**src/hmr_cfg_pkg.sv**
```systemverilog
package hmr_cfg_pkg;

  // Core and group counts for sequential grouping
  localparam int unsigned NUM_CORES      = 6;
  localparam int unsigned NUM_DMR_GROUPS = NUM_CORES / 2;
  localparam int unsigned NUM_TMR_GROUPS = NUM_CORES / 3;
  // One recovery unit per group of the mode with the most groups
  localparam int unsigned NUM_RR_UNITS   =
    (NUM_DMR_GROUPS > NUM_TMR_GROUPS) ? NUM_DMR_GROUPS : NUM_TMR_GROUPS;

  localparam int unsigned CFG_DATA_WIDTH = 32;

  typedef enum logic [1:0] {
    MODE_INDEP = 2'd0,
    MODE_DMR   = 2'd1,
    MODE_TMR   = 2'd2
  } hmr_mode_e;

  typedef enum logic {
    CFG_MODE_REG   = 1'b0,
    CFG_STATUS_REG = 1'b1
  } cfg_addr_e;

  // Four-phase request, fields held stable while req is high
  typedef struct packed {
    logic                      req;
    logic                      we;
    cfg_addr_e                 addr;
    logic [CFG_DATA_WIDTH-1:0] wdata;
  } cfg_req_t;

  typedef struct packed {
    logic                      ack;
    logic [CFG_DATA_WIDTH-1:0] rdata;
  } cfg_rsp_t;

  // Mode register, mode sits in the two low bits
  typedef struct packed {
    logic [28:0] reserved;
    logic        rr_enable;
    hmr_mode_e   mode;
  } cfg_reg_t;

endpackage

```
**src/hmr_rr_pkg.sv**
```systemverilog
package hmr_rr_pkg;

  localparam int unsigned DATA_WIDTH        = 32;
  // Widest register file address any core may use
  localparam int unsigned MAX_RF_ADDR_WIDTH = 5;

  // Per-cycle state sent by every core
  typedef struct packed {
    logic                         rf_we;
    logic [MAX_RF_ADDR_WIDTH-1:0] rf_addr;
    logic [DATA_WIDTH-1:0]        rf_wdata;
    logic [DATA_WIDTH-1:0]        pc;
  } core_backup_t;

  typedef enum logic {
    RR_KIND_REG = 1'b0,
    RR_KIND_PC  = 1'b1
  } rr_kind_e;

  // Register file entry view
  typedef struct packed {
    logic [MAX_RF_ADDR_WIDTH-1:0] addr;
    logic [DATA_WIDTH-1:0]        data;
  } rr_rf_entry_t;

  // PC view, upper bits unused
  typedef struct packed {
    logic [MAX_RF_ADDR_WIDTH-1:0] pad;
    logic [DATA_WIDTH-1:0]        value;
  } rr_pc_entry_t;

  // Payload is read through the view selected by the kind flag
  typedef union packed {
    rr_rf_entry_t rf;
    rr_pc_entry_t pc;
  } rr_payload_u;

  typedef struct packed {
    logic        valid;
    rr_kind_e    kind;
    rr_payload_u payload;
  } rr_bus_t;

endpackage

```
**src/hmr_mode_ctrl.sv**
```systemverilog
`timescale 1ns/1ps

module hmr_mode_ctrl import hmr_cfg_pkg::*; (
  input  logic                      clk_i,
  input  logic                      arst_n_i,
  input  cfg_req_t                  cfg_req_i,
  output cfg_rsp_t                  cfg_rsp_o,
  input  logic [NUM_DMR_GROUPS-1:0] dmr_mismatch_i,
  input  logic [NUM_TMR_GROUPS-1:0] tmr_fail_i,
  input  logic [NUM_CORES-1:0]      tmr_disagree_i,
  input  logic [NUM_RR_UNITS-1:0]   unit_busy_i,
  output logic [NUM_DMR_GROUPS-1:0] dmr_failure_o,
  output logic [NUM_TMR_GROUPS-1:0] tmr_failure_o,
  output logic [NUM_CORES-1:0]      tmr_error_o,
  output hmr_mode_e                 mode_o,
  output logic [NUM_RR_UNITS-1:0]   backup_en_o,
  output logic [NUM_RR_UNITS-1:0]   recovery_start_o
);

  cfg_reg_t                  cfg_q;
  logic                      ack_q;
  logic [CFG_DATA_WIDTH-1:0] rdata_q;
  logic [NUM_RR_UNITS-1:0]   status_q;
  logic [NUM_RR_UNITS-1:0]   fail_q;
  logic [NUM_RR_UNITS-1:0]   start_q;
  logic [NUM_RR_UNITS-1:0]   unit_fail;
  logic                      dmr_active;
  logic                      tmr_active;
  logic                      new_req;

  assign dmr_active = cfg_q.rr_enable && (cfg_q.mode == MODE_DMR);
  assign tmr_active = cfg_q.rr_enable && (cfg_q.mode == MODE_TMR);

  // Request seen while ack is still low starts a new transfer
  assign new_req = cfg_req_i.req && !ack_q;

  assign dmr_failure_o = dmr_active ? dmr_mismatch_i : '0;
  assign tmr_failure_o = tmr_active ? tmr_fail_i : '0;
  assign tmr_error_o   = tmr_active ? tmr_disagree_i : '0;

  // Group g of either mode maps onto unit g
  assign unit_fail = NUM_RR_UNITS'(dmr_failure_o) | NUM_RR_UNITS'(tmr_failure_o);

  // A TMR group still stores the majority on a failure
  always_comb begin
    backup_en_o = '0;
    if (dmr_active) begin
      backup_en_o = NUM_RR_UNITS'(~dmr_mismatch_i);
    end else if (tmr_active) begin
      backup_en_o = NUM_RR_UNITS'({NUM_TMR_GROUPS{1'b1}});
    end
  end

  always_ff @(posedge clk_i or negedge arst_n_i) begin
    if (!arst_n_i) begin
      cfg_q    <= '0;
      ack_q    <= 1'b0;
      rdata_q  <= '0;
      status_q <= '0;
      fail_q   <= '0;
      start_q  <= '0;
    end else begin
      ack_q  <= cfg_req_i.req;
      fail_q <= unit_fail;
      // Start only on the first cycle of a failure and only for an idle unit
      start_q  <= unit_fail & ~fail_q & ~unit_busy_i;
      status_q <= status_q | unit_fail;
      if (new_req) begin
        if (cfg_req_i.we) begin
          if (cfg_req_i.addr == CFG_MODE_REG) begin
            cfg_q <= cfg_req_i.wdata;
          end else begin
            // Failures in the clearing cycle stay recorded
            status_q <= unit_fail;
          end
        end else if (cfg_req_i.addr == CFG_MODE_REG) begin
          rdata_q <= cfg_q;
        end else begin
          rdata_q <= CFG_DATA_WIDTH'(status_q);
        end
      end
    end
  end

  assign cfg_rsp_o.ack   = ack_q;
  assign cfg_rsp_o.rdata = rdata_q;

  assign mode_o           = cfg_q.mode;
  assign recovery_start_o = start_q;

  // Master must hold req until ack is seen
  a_ack_with_req: assert property (@(posedge clk_i) disable iff (!arst_n_i)
    $rose(cfg_rsp_o.ack) |-> cfg_req_i.req)
    else $error("cfg ack rose while req was low");

  a_no_start_when_busy: assert property (@(posedge clk_i) disable iff (!arst_n_i)
    (recovery_start_o & unit_busy_i) == '0)
    else $error("recovery start issued to a busy unit");

endmodule

```
**src/hmr_dmr_checker.sv**
```systemverilog
`timescale 1ns/1ps

module hmr_dmr_checker import hmr_rr_pkg::*; (
  input  logic         clk_i,
  input  logic         arst_n_i,
  input  core_backup_t backup_a_i,
  input  core_backup_t backup_b_i,
  output core_backup_t backup_o,
  output logic         mismatch_o
);

  core_backup_t a_q;
  core_backup_t b_q;

  // Both words sampled together so the flag lines up with the forwarded word
  always_ff @(posedge clk_i or negedge arst_n_i) begin
    if (!arst_n_i) begin
      a_q <= '0;
      b_q <= '0;
    end else begin
      a_q <= backup_a_i;
      b_q <= backup_b_i;
    end
  end

  // Core a of the pair is forwarded, it is only stored when both agree
  assign backup_o = a_q;

  // Any differing bit flags the pair
  assign mismatch_o = |(a_q ^ b_q);

endmodule

```
**src/hmr_tmr_voter.sv**
```systemverilog
`timescale 1ns/1ps

module hmr_tmr_voter import hmr_rr_pkg::*; (
  input  core_backup_t backup_a_i,
  input  core_backup_t backup_b_i,
  input  core_backup_t backup_c_i,
  output core_backup_t majority_o,
  output logic         fail_o,
  output logic [2:0]   disagree_o
);

  localparam int unsigned WordWidth = $bits(core_backup_t);

  logic [WordWidth-1:0] a;
  logic [WordWidth-1:0] b;
  logic [WordWidth-1:0] c;
  logic [WordWidth-1:0] maj;

  assign a = backup_a_i;
  assign b = backup_b_i;
  assign c = backup_c_i;

  // Two of three per bit
  assign maj = (a & b) | (a & c) | (b & c);

  assign majority_o = maj;

  // Index 0 is the lowest core of the triple
  assign disagree_o[0] = (a != maj);
  assign disagree_o[1] = (b != maj);
  assign disagree_o[2] = (c != maj);

  assign fail_o = |disagree_o;

endmodule

```
**src/hmr_recovery_unit.sv**
```systemverilog
`timescale 1ns/1ps

module hmr_recovery_unit import hmr_rr_pkg::*; #(
  parameter int unsigned RfAddrWidth = 5
) (
  input  logic         clk_i,
  input  logic         arst_n_i,
  input  core_backup_t backup_i,
  input  logic         backup_en_i,
  input  logic         recovery_start_i,
  output logic         busy_o,
  output logic         setback_o,
  output logic         recovery_finished_o,
  output rr_bus_t      rr_bus_o
);

  localparam int unsigned NumRegs = 2 ** RfAddrWidth;
  // Counter value that sends the PC after the last register
  localparam logic [RfAddrWidth:0] PcSlot = (RfAddrWidth + 1)'(NumRegs);

  logic [DATA_WIDTH-1:0]  shadow_rf [NumRegs];
  logic [DATA_WIDTH-1:0]  shadow_pc;
  logic                   shadow_we;
  logic                   busy_q;
  logic [RfAddrWidth:0]   cnt_q;
  logic [RfAddrWidth-1:0] rd_addr;
  logic                   pc_slot;

  // Shadow state is frozen while it is being streamed out
  assign shadow_we = backup_en_i && !busy_q;

  always_ff @(posedge clk_i) begin
    if (shadow_we) begin
      if (backup_i.rf_we) begin
        shadow_rf[backup_i.rf_addr[RfAddrWidth-1:0]] <= backup_i.rf_wdata;
      end
      shadow_pc <= backup_i.pc;
    end
  end

  // Walks every register address and then one cycle for the PC
  always_ff @(posedge clk_i or negedge arst_n_i) begin
    if (!arst_n_i) begin
      busy_q <= 1'b0;
      cnt_q  <= '0;
    end else if (busy_q) begin
      if (pc_slot) begin
        busy_q <= 1'b0;
      end else begin
        cnt_q <= cnt_q + 1'b1;
      end
    end else if (recovery_start_i) begin
      busy_q <= 1'b1;
      cnt_q  <= '0;
    end
  end

  assign pc_slot = (cnt_q == PcSlot);
  assign rd_addr = cnt_q[RfAddrWidth-1:0];

  assign busy_o              = busy_q;
  assign setback_o           = busy_q;
  assign recovery_finished_o = busy_q && pc_slot;

  always_comb begin
    rr_bus_o       = '0;
    rr_bus_o.valid = busy_q;
    if (pc_slot) begin
      rr_bus_o.kind             = RR_KIND_PC;
      rr_bus_o.payload.pc.value = shadow_pc;
    end else begin
      rr_bus_o.kind            = RR_KIND_REG;
      rr_bus_o.payload.rf.addr = MAX_RF_ADDR_WIDTH'(rd_addr);
      rr_bus_o.payload.rf.data = shadow_rf[rd_addr];
    end
  end

  a_setback_matches_valid: assert property (@(posedge clk_i) disable iff (!arst_n_i)
    setback_o == rr_bus_o.valid)
    else $error("setback and recovery bus valid differ");

endmodule

```
**src/hmr_rr_top.sv**
```systemverilog
`timescale 1ns/1ps

module hmr_rr_top import hmr_cfg_pkg::*, hmr_rr_pkg::*; #(
  parameter int unsigned RfAddrWidth = 5
) (
  input  logic                               clk_i,
  input  logic                               arst_n_i,
  input  cfg_req_t                           cfg_req_i,
  output cfg_rsp_t                           cfg_rsp_o,
  input  core_backup_t [NUM_CORES-1:0]       core_backup_i,
  output logic         [NUM_DMR_GROUPS-1:0]  dmr_failure_o,
  output logic         [NUM_TMR_GROUPS-1:0]  tmr_failure_o,
  output logic         [NUM_CORES-1:0]       tmr_error_o,
  output logic         [NUM_CORES-1:0]       core_setback_o,
  output rr_bus_t      [NUM_CORES-1:0]       core_recovery_o,
  output logic         [NUM_RR_UNITS-1:0]    recovery_finished_o
);

  hmr_mode_e                          mode;
  core_backup_t [NUM_DMR_GROUPS-1:0]  dmr_backup;
  logic         [NUM_DMR_GROUPS-1:0]  dmr_mismatch;
  core_backup_t [NUM_TMR_GROUPS-1:0]  tmr_majority;
  logic         [NUM_TMR_GROUPS-1:0]  tmr_fail;
  logic         [NUM_CORES-1:0]       tmr_disagree;
  core_backup_t [NUM_RR_UNITS-1:0]    unit_backup;
  logic         [NUM_RR_UNITS-1:0]    unit_backup_en;
  logic         [NUM_RR_UNITS-1:0]    unit_start;
  logic         [NUM_RR_UNITS-1:0]    unit_busy;
  logic         [NUM_RR_UNITS-1:0]    unit_setback;
  rr_bus_t      [NUM_RR_UNITS-1:0]    unit_bus;

  hmr_mode_ctrl u_mode_ctrl (
    .clk_i            ( clk_i          ),
    .arst_n_i         ( arst_n_i       ),
    .cfg_req_i        ( cfg_req_i      ),
    .cfg_rsp_o        ( cfg_rsp_o      ),
    .dmr_mismatch_i   ( dmr_mismatch   ),
    .tmr_fail_i       ( tmr_fail       ),
    .tmr_disagree_i   ( tmr_disagree   ),
    .unit_busy_i      ( unit_busy      ),
    .dmr_failure_o    ( dmr_failure_o  ),
    .tmr_failure_o    ( tmr_failure_o  ),
    .tmr_error_o      ( tmr_error_o    ),
    .mode_o           ( mode           ),
    .backup_en_o      ( unit_backup_en ),
    .recovery_start_o ( unit_start     )
  );

  // Pairs are cores 2g and 2g+1
  for (genvar g = 0; g < NUM_DMR_GROUPS; g++) begin : gen_dmr_checker
    hmr_dmr_checker u_checker (
      .clk_i      ( clk_i                ),
      .arst_n_i   ( arst_n_i             ),
      .backup_a_i ( core_backup_i[2*g]   ),
      .backup_b_i ( core_backup_i[2*g+1] ),
      .backup_o   ( dmr_backup[g]        ),
      .mismatch_o ( dmr_mismatch[g]      )
    );
  end

  // Triples are cores 3g to 3g+2
  for (genvar g = 0; g < NUM_TMR_GROUPS; g++) begin : gen_tmr_voter
    hmr_tmr_voter u_voter (
      .backup_a_i ( core_backup_i[3*g]     ),
      .backup_b_i ( core_backup_i[3*g+1]   ),
      .backup_c_i ( core_backup_i[3*g+2]   ),
      .majority_o ( tmr_majority[g]        ),
      .fail_o     ( tmr_fail[g]            ),
      .disagree_o ( tmr_disagree[3*g +: 3] )
    );
  end

  for (genvar g = 0; g < NUM_RR_UNITS; g++) begin : gen_rr_unit
    if (g < NUM_TMR_GROUPS) begin : gen_tmr_source
      assign unit_backup[g] = (mode == MODE_TMR) ? tmr_majority[g] : dmr_backup[g];
    end else begin : gen_dmr_source
      // No triple behind this unit, its enable stays low in TMR mode
      assign unit_backup[g] = dmr_backup[g];
    end

    hmr_recovery_unit #(
      .RfAddrWidth ( RfAddrWidth )
    ) u_rr_unit (
      .clk_i               ( clk_i                  ),
      .arst_n_i            ( arst_n_i               ),
      .backup_i            ( unit_backup[g]         ),
      .backup_en_i         ( unit_backup_en[g]      ),
      .recovery_start_i    ( unit_start[g]          ),
      .busy_o              ( unit_busy[g]           ),
      .setback_o           ( unit_setback[g]        ),
      .recovery_finished_o ( recovery_finished_o[g] ),
      .rr_bus_o            ( unit_bus[g]            )
    );
  end

  // Each core follows the unit of its group in the current mode
  for (genvar c = 0; c < NUM_CORES; c++) begin : gen_core_route
    localparam int unsigned DmrGrp = c / 2;
    localparam int unsigned TmrGrp = c / 3;

    assign core_recovery_o[c] = (mode == MODE_DMR) ? unit_bus[DmrGrp] :
                                (mode == MODE_TMR) ? unit_bus[TmrGrp] : '0;
    assign core_setback_o[c]  = (mode == MODE_DMR) ? unit_setback[DmrGrp] :
                                (mode == MODE_TMR) ? unit_setback[TmrGrp] : 1'b0;
  end

endmodule

```
**config.mk**
```make
export PLATFORM = sky130hd
export DESIGN_NAME = hmr_rr_top
export DESIGN_NICKNAME = d
export VERILOG_FILES = /design/src/hmr_cfg_pkg.sv /design/src/hmr_rr_pkg.sv /design/src/hmr_mode_ctrl.sv /design/src/hmr_dmr_checker.sv /design/src/hmr_tmr_voter.sv /design/src/hmr_recovery_unit.sv /design/src/hmr_rr_top.sv
export SDC_FILE = /design/constraint.sdc
export NUM_CORES = 2
export LEC_CHECK = 0
export BUFFER_PORTS_ARGS = -buffer_cell sky130_fd_sc_hd__buf_2
export CORE_ASPECT_RATIO = 0.7
export CORE_MARGIN = 2
export CORE_UTILIZATION = 35
export DETAILED_ROUTE_END_ITERATION = 8
export MAX_ROUTING_LAYER = met4
export PLACE_DENSITY = 0.49
export SYNTH_ARGS = -nofsm -noshare
export SYNTH_HDL_FRONTEND = slang
export SYNTH_SLANG_ARGS = --single-unit
```
**constraint.sdc**
```tcl
create_clock -name clk_i -period 8.5 [get_ports clk_i]
set_input_delay 0 -clock clk_i [delete_from_list [all_inputs] [get_ports clk_i]]
set_output_delay 0 -clock clk_i [all_outputs]
set_load 0.01 [all_outputs]
```
==> metrics.txt <==
Seq/Total Area, Yosys=0.718; GP Congestion=0.994; Layout Cells excl Fill=16100; leading area contributor after synthesis=edfxtp_1; Slew headroom=-0.0362; most frequent cells after synthesis=edfxtp_1, mux4_2, dfrtp_1, nand2_1, nor2_1; Resize count post-CTS=0; Fin. Hold Viols=0; Hold Crit Start=core_backup_i[305]; depth of the most critical reg-to-reg path=8; fmax=0.161 GHz; Hold/Removal Path Class=in -> reg; R2R setup slack=2.31 ns; via count=96500; mean post-synth cell area=18.7 um^2; maximum VDD drop=0.000249 V; drt pass-1 iters=9; Mapped Nets=8501; Slowest-stage cell, CP=nor4_1; Cell Chain, Critical Path=xnor2_1, nand4_1, nor4_1, nand4_1, nor4_1, nand2_1, nor2_4, buf_4; Flop pwr share=0.384; Post-route DRC=4; Netlist cell types=68; net switching fraction of the power=0.334; CP Capture Type=register; Fillers=37500; Async S/R FF share, synth=0.140; Max Cap Viol=2; post-route setup slack=2.31 ns; gr usage total=0.294; Place WS=2.63 ns; clock sink count=3683; Post-synth top flop=edfxtp_1; initial antenna violation count=200; Die X=788 um; arrival time worst endpoint=6.84 ns; FP Rows=201; PwrDens=297 nW/um^2; top-count cell post-synth=edfxtp_1; routed vias/inst=6.00; Hold Crit Depth=2; clock root cell=clkbuf_16; number of global-route vias before repair=89800; FF+latch count, synth=3683; Ports=744; Worst Hold Endpoint=gen_dmr_checker[2].u_checker.backup_o[25]$_DFF_PN0_; CP Class=reg -> reg; Skew-Pair Late Insertion Delay=1.03 ns; core area=428000 um^2; share of the synthesized area in the top cell type=0.632; number of setup violations in the final report=0; FF-to-FF Start=gen_dmr_checker[2].u_checker.backup_o[54]$_DFF_PN0_; Post-synth EDFFs=3168; synth top area cells=edfxtp_1, mux4_2, dfrtp_1; Iter 0 DRT Violations=15700; reg2reg end=gen_rr_unit[2].u_rr_unit.shadow_rf[2][21]$_DFFE_PP_; setup TNS=0 ns; Tightest Pin Transition=1.54 ns; minimum clock period after layout=6.19 ns; Power, Total=55.3 mW; failing checks=design-rule violations, max-capacitance violations, max-slew violations; Setup crit start kind=register; Multi-input gate area=41800 um^2; crit path launch=gen_dmr_checker[2].u_checker.backup_o[54]$_DFF_PN0_; Synth Cell Area=150000 um^2; Nets=10400; H-tree level count=5; area grow syn2layout=23.6%; P_int=36.8 mW; Comb pwr share=0.299; I/O Buffers=743; Clock power frac=0.317; wire length per cell=39.6 um; Syn Inst Count=8038; die area=435000 um^2; total grt overflow=0; CTS Buf Count=378; Clock Skews=0.0888 ns; Total Routed Length=637 mm; status=complete, but fails checks; first-pass GRT wire length=839 mm; register area=108000 um^2; placed cell count=14300; die height=553 um; Reg clk slew, reported paths=0.07 ns; maximum clock path buffer count=4; CTS tree=done; Max Slew Vio Count=4; DRT antenna net count=0; crit-path max cell delay=1.14 ns; Data required, critical path=9.15 ns; Core Util, Final=0.434; Ys Warns=0; Leak Pwr=62.4 nW; RSZ-0062 raised after global routing=false; largest net degree at the start of global routing=158; final period utilization=0.729; Switching Power=18.5 mW; share of layout cells above drive strength 1=0.281; Worst Path Max Fanout=33; Starting Density=0.351; placed wire-length estimate=433 mm
==> timing repair <==
| action | 4_1_cts | 5_1_grt |
|---|---|---|
| buffers inserted | 0 | 0 |
| hold endpoints to repair | 3006 | 0 |
| hold buffers | 938 | 0 |
==> flip-flops by register name, indices dropped and copies added, names as in the netlist, 3 cells and up <==
name	cells
u_mode_ctrl.cfg_q	30
u_mode_ctrl.recovery_start_o	3
gen_rr_unit.u_rr_unit.shadow_rf	3072
gen_dmr_checker.u_checker.backup_o	210
u_mode_ctrl.rdata_q	32
gen_rr_unit.u_rr_unit.shadow_pc	96
gen_dmr_checker.u_checker.b_q	210
u_mode_ctrl.status_q	3
gen_rr_unit.u_rr_unit.cnt_q	18
u_mode_ctrl.fail_q	3
gen_rr_unit.u_rr_unit.busy_o	3
==> critical path, delay by kind of cell (launching register included) <==
kind | cells | cell delay (ns)
AND/OR/NAND/NOR | 6 | 3.93
flip-flops | 1 | 1.11
XOR/XNOR | 1 | 0.20
buffers and inverters | 1 | 0.51
==> cell families (layout without fill, tap and decap cells) <==
family / count (synthesis) / in the layout / synth area share
xor gates and xnor gates: 210 / 210 / 0.0122
adders and majority gates: 9 / 9 / 0.000699
DFF: 3683 / 3683 / 0.718
muxes: 1094 / 1094 / 0.153
buffers and inverters: 467 / 2713 / 0.0149
and+or+nand+nor: 1836 / 1836 / 0.0696
other: 0 / 117 / 0
AOI/OAI and AO/OA: 739 / 739 / 0.0317
==> final cells by class <==
cell class / instances / share of cell area
inverter: 35 / 0.000706
sequential: 3683 / 0.581
multi-input combinational: 3888 / 0.225
tap: 5684 / 0.0382
clock buffer: 485 / 0.0551
antenna: 117 / 0.00157
timing repair buffer: 1975 / 0.0839
clock inverter: 218 / 0.0144
==> power groups by stage <==
stage | sequential [mW] | combinational, mW | clock, mW
2_1_floorplan | 21.0 | 9.03 | 0
3_3_place_gp | 21.6 | 15.8 | 0
3_5_place_dp | 21.6 | 15.8 | 0
4_1_cts | 21.3 | 16.4 | 17.7
5_1_grt | 21.3 | 16.9 | 18.4
6_report | 21.3 | 16.5 | 17.5
==> how the worst max path moves through the flow <==
stage,end,slack [ns],cells past startpoint
floorplan,gen_rr_unit[1].u_rr_unit.shadow_pc[0]$_DFFE_PP_,3.31,6
global placement,gen_rr_unit[2].u_rr_unit.shadow_rf[20][19]$_DFFE_PP_,2.73,8
detailed placement,gen_rr_unit[2].u_rr_unit.shadow_rf[2][19]$_DFFE_PP_,2.63,8
CTS,gen_rr_unit[2].u_rr_unit.shadow_rf[20][20]$_DFFE_PP_,2.62,8
global route,gen_rr_unit[2].u_rr_unit.shadow_rf[2][21]$_DFFE_PP_,2.27,8
finish,gen_rr_unit[2].u_rr_unit.shadow_rf[2][21]$_DFFE_PP_,2.31,8
==> cells in the final DEF (no fill, tap or decap), drive strengths merged, types with 156 or more instances in the layout <==
| cell | instances |
|---|---|
| edfxtp | 3168 |
| buf | 1038 |
| mux4 | 960 |
| dlygate4sd3 | 937 |
| dfrtp | 515 |
| clkbuf | 485 |
| nand2 | 437 |
| nor2 | 330 |
| nor3b | 188 |
| o22ai | 168 |
| and3b | 164 |
| a21oi | 156 |
==> per-stage QoR <==
step           area, um^2  hold slack, ns
4_1_cts            186000         0.00215
6_report           186000          0.0594
3_3_place_gp       163000          0.0707
2_1_floorplan      150000          -0.296
5_1_grt            186000          0.0356
3_5_place_dp       163000          0.0637
==> metal layers <==
| metal | share of wire | routed length [um] | global-route usage | vias to the layer above |
|---|---|---|---|---|
| met5 | 0 | 0 | - | - |
| met4 | 0.054 | 34300 | 0.125 | 0 |
| met3 | 0.10 | 64400 | 0.0585 | 1304 |
| met2 | 0.42 | 267000 | 0.403 | 6476 |
| met1 | 0.42 | 271000 | 0.426 | 51800 |
| li1 | - | - | - | 36900 |
Note: power is estimated with default switching activity, not from simulation.
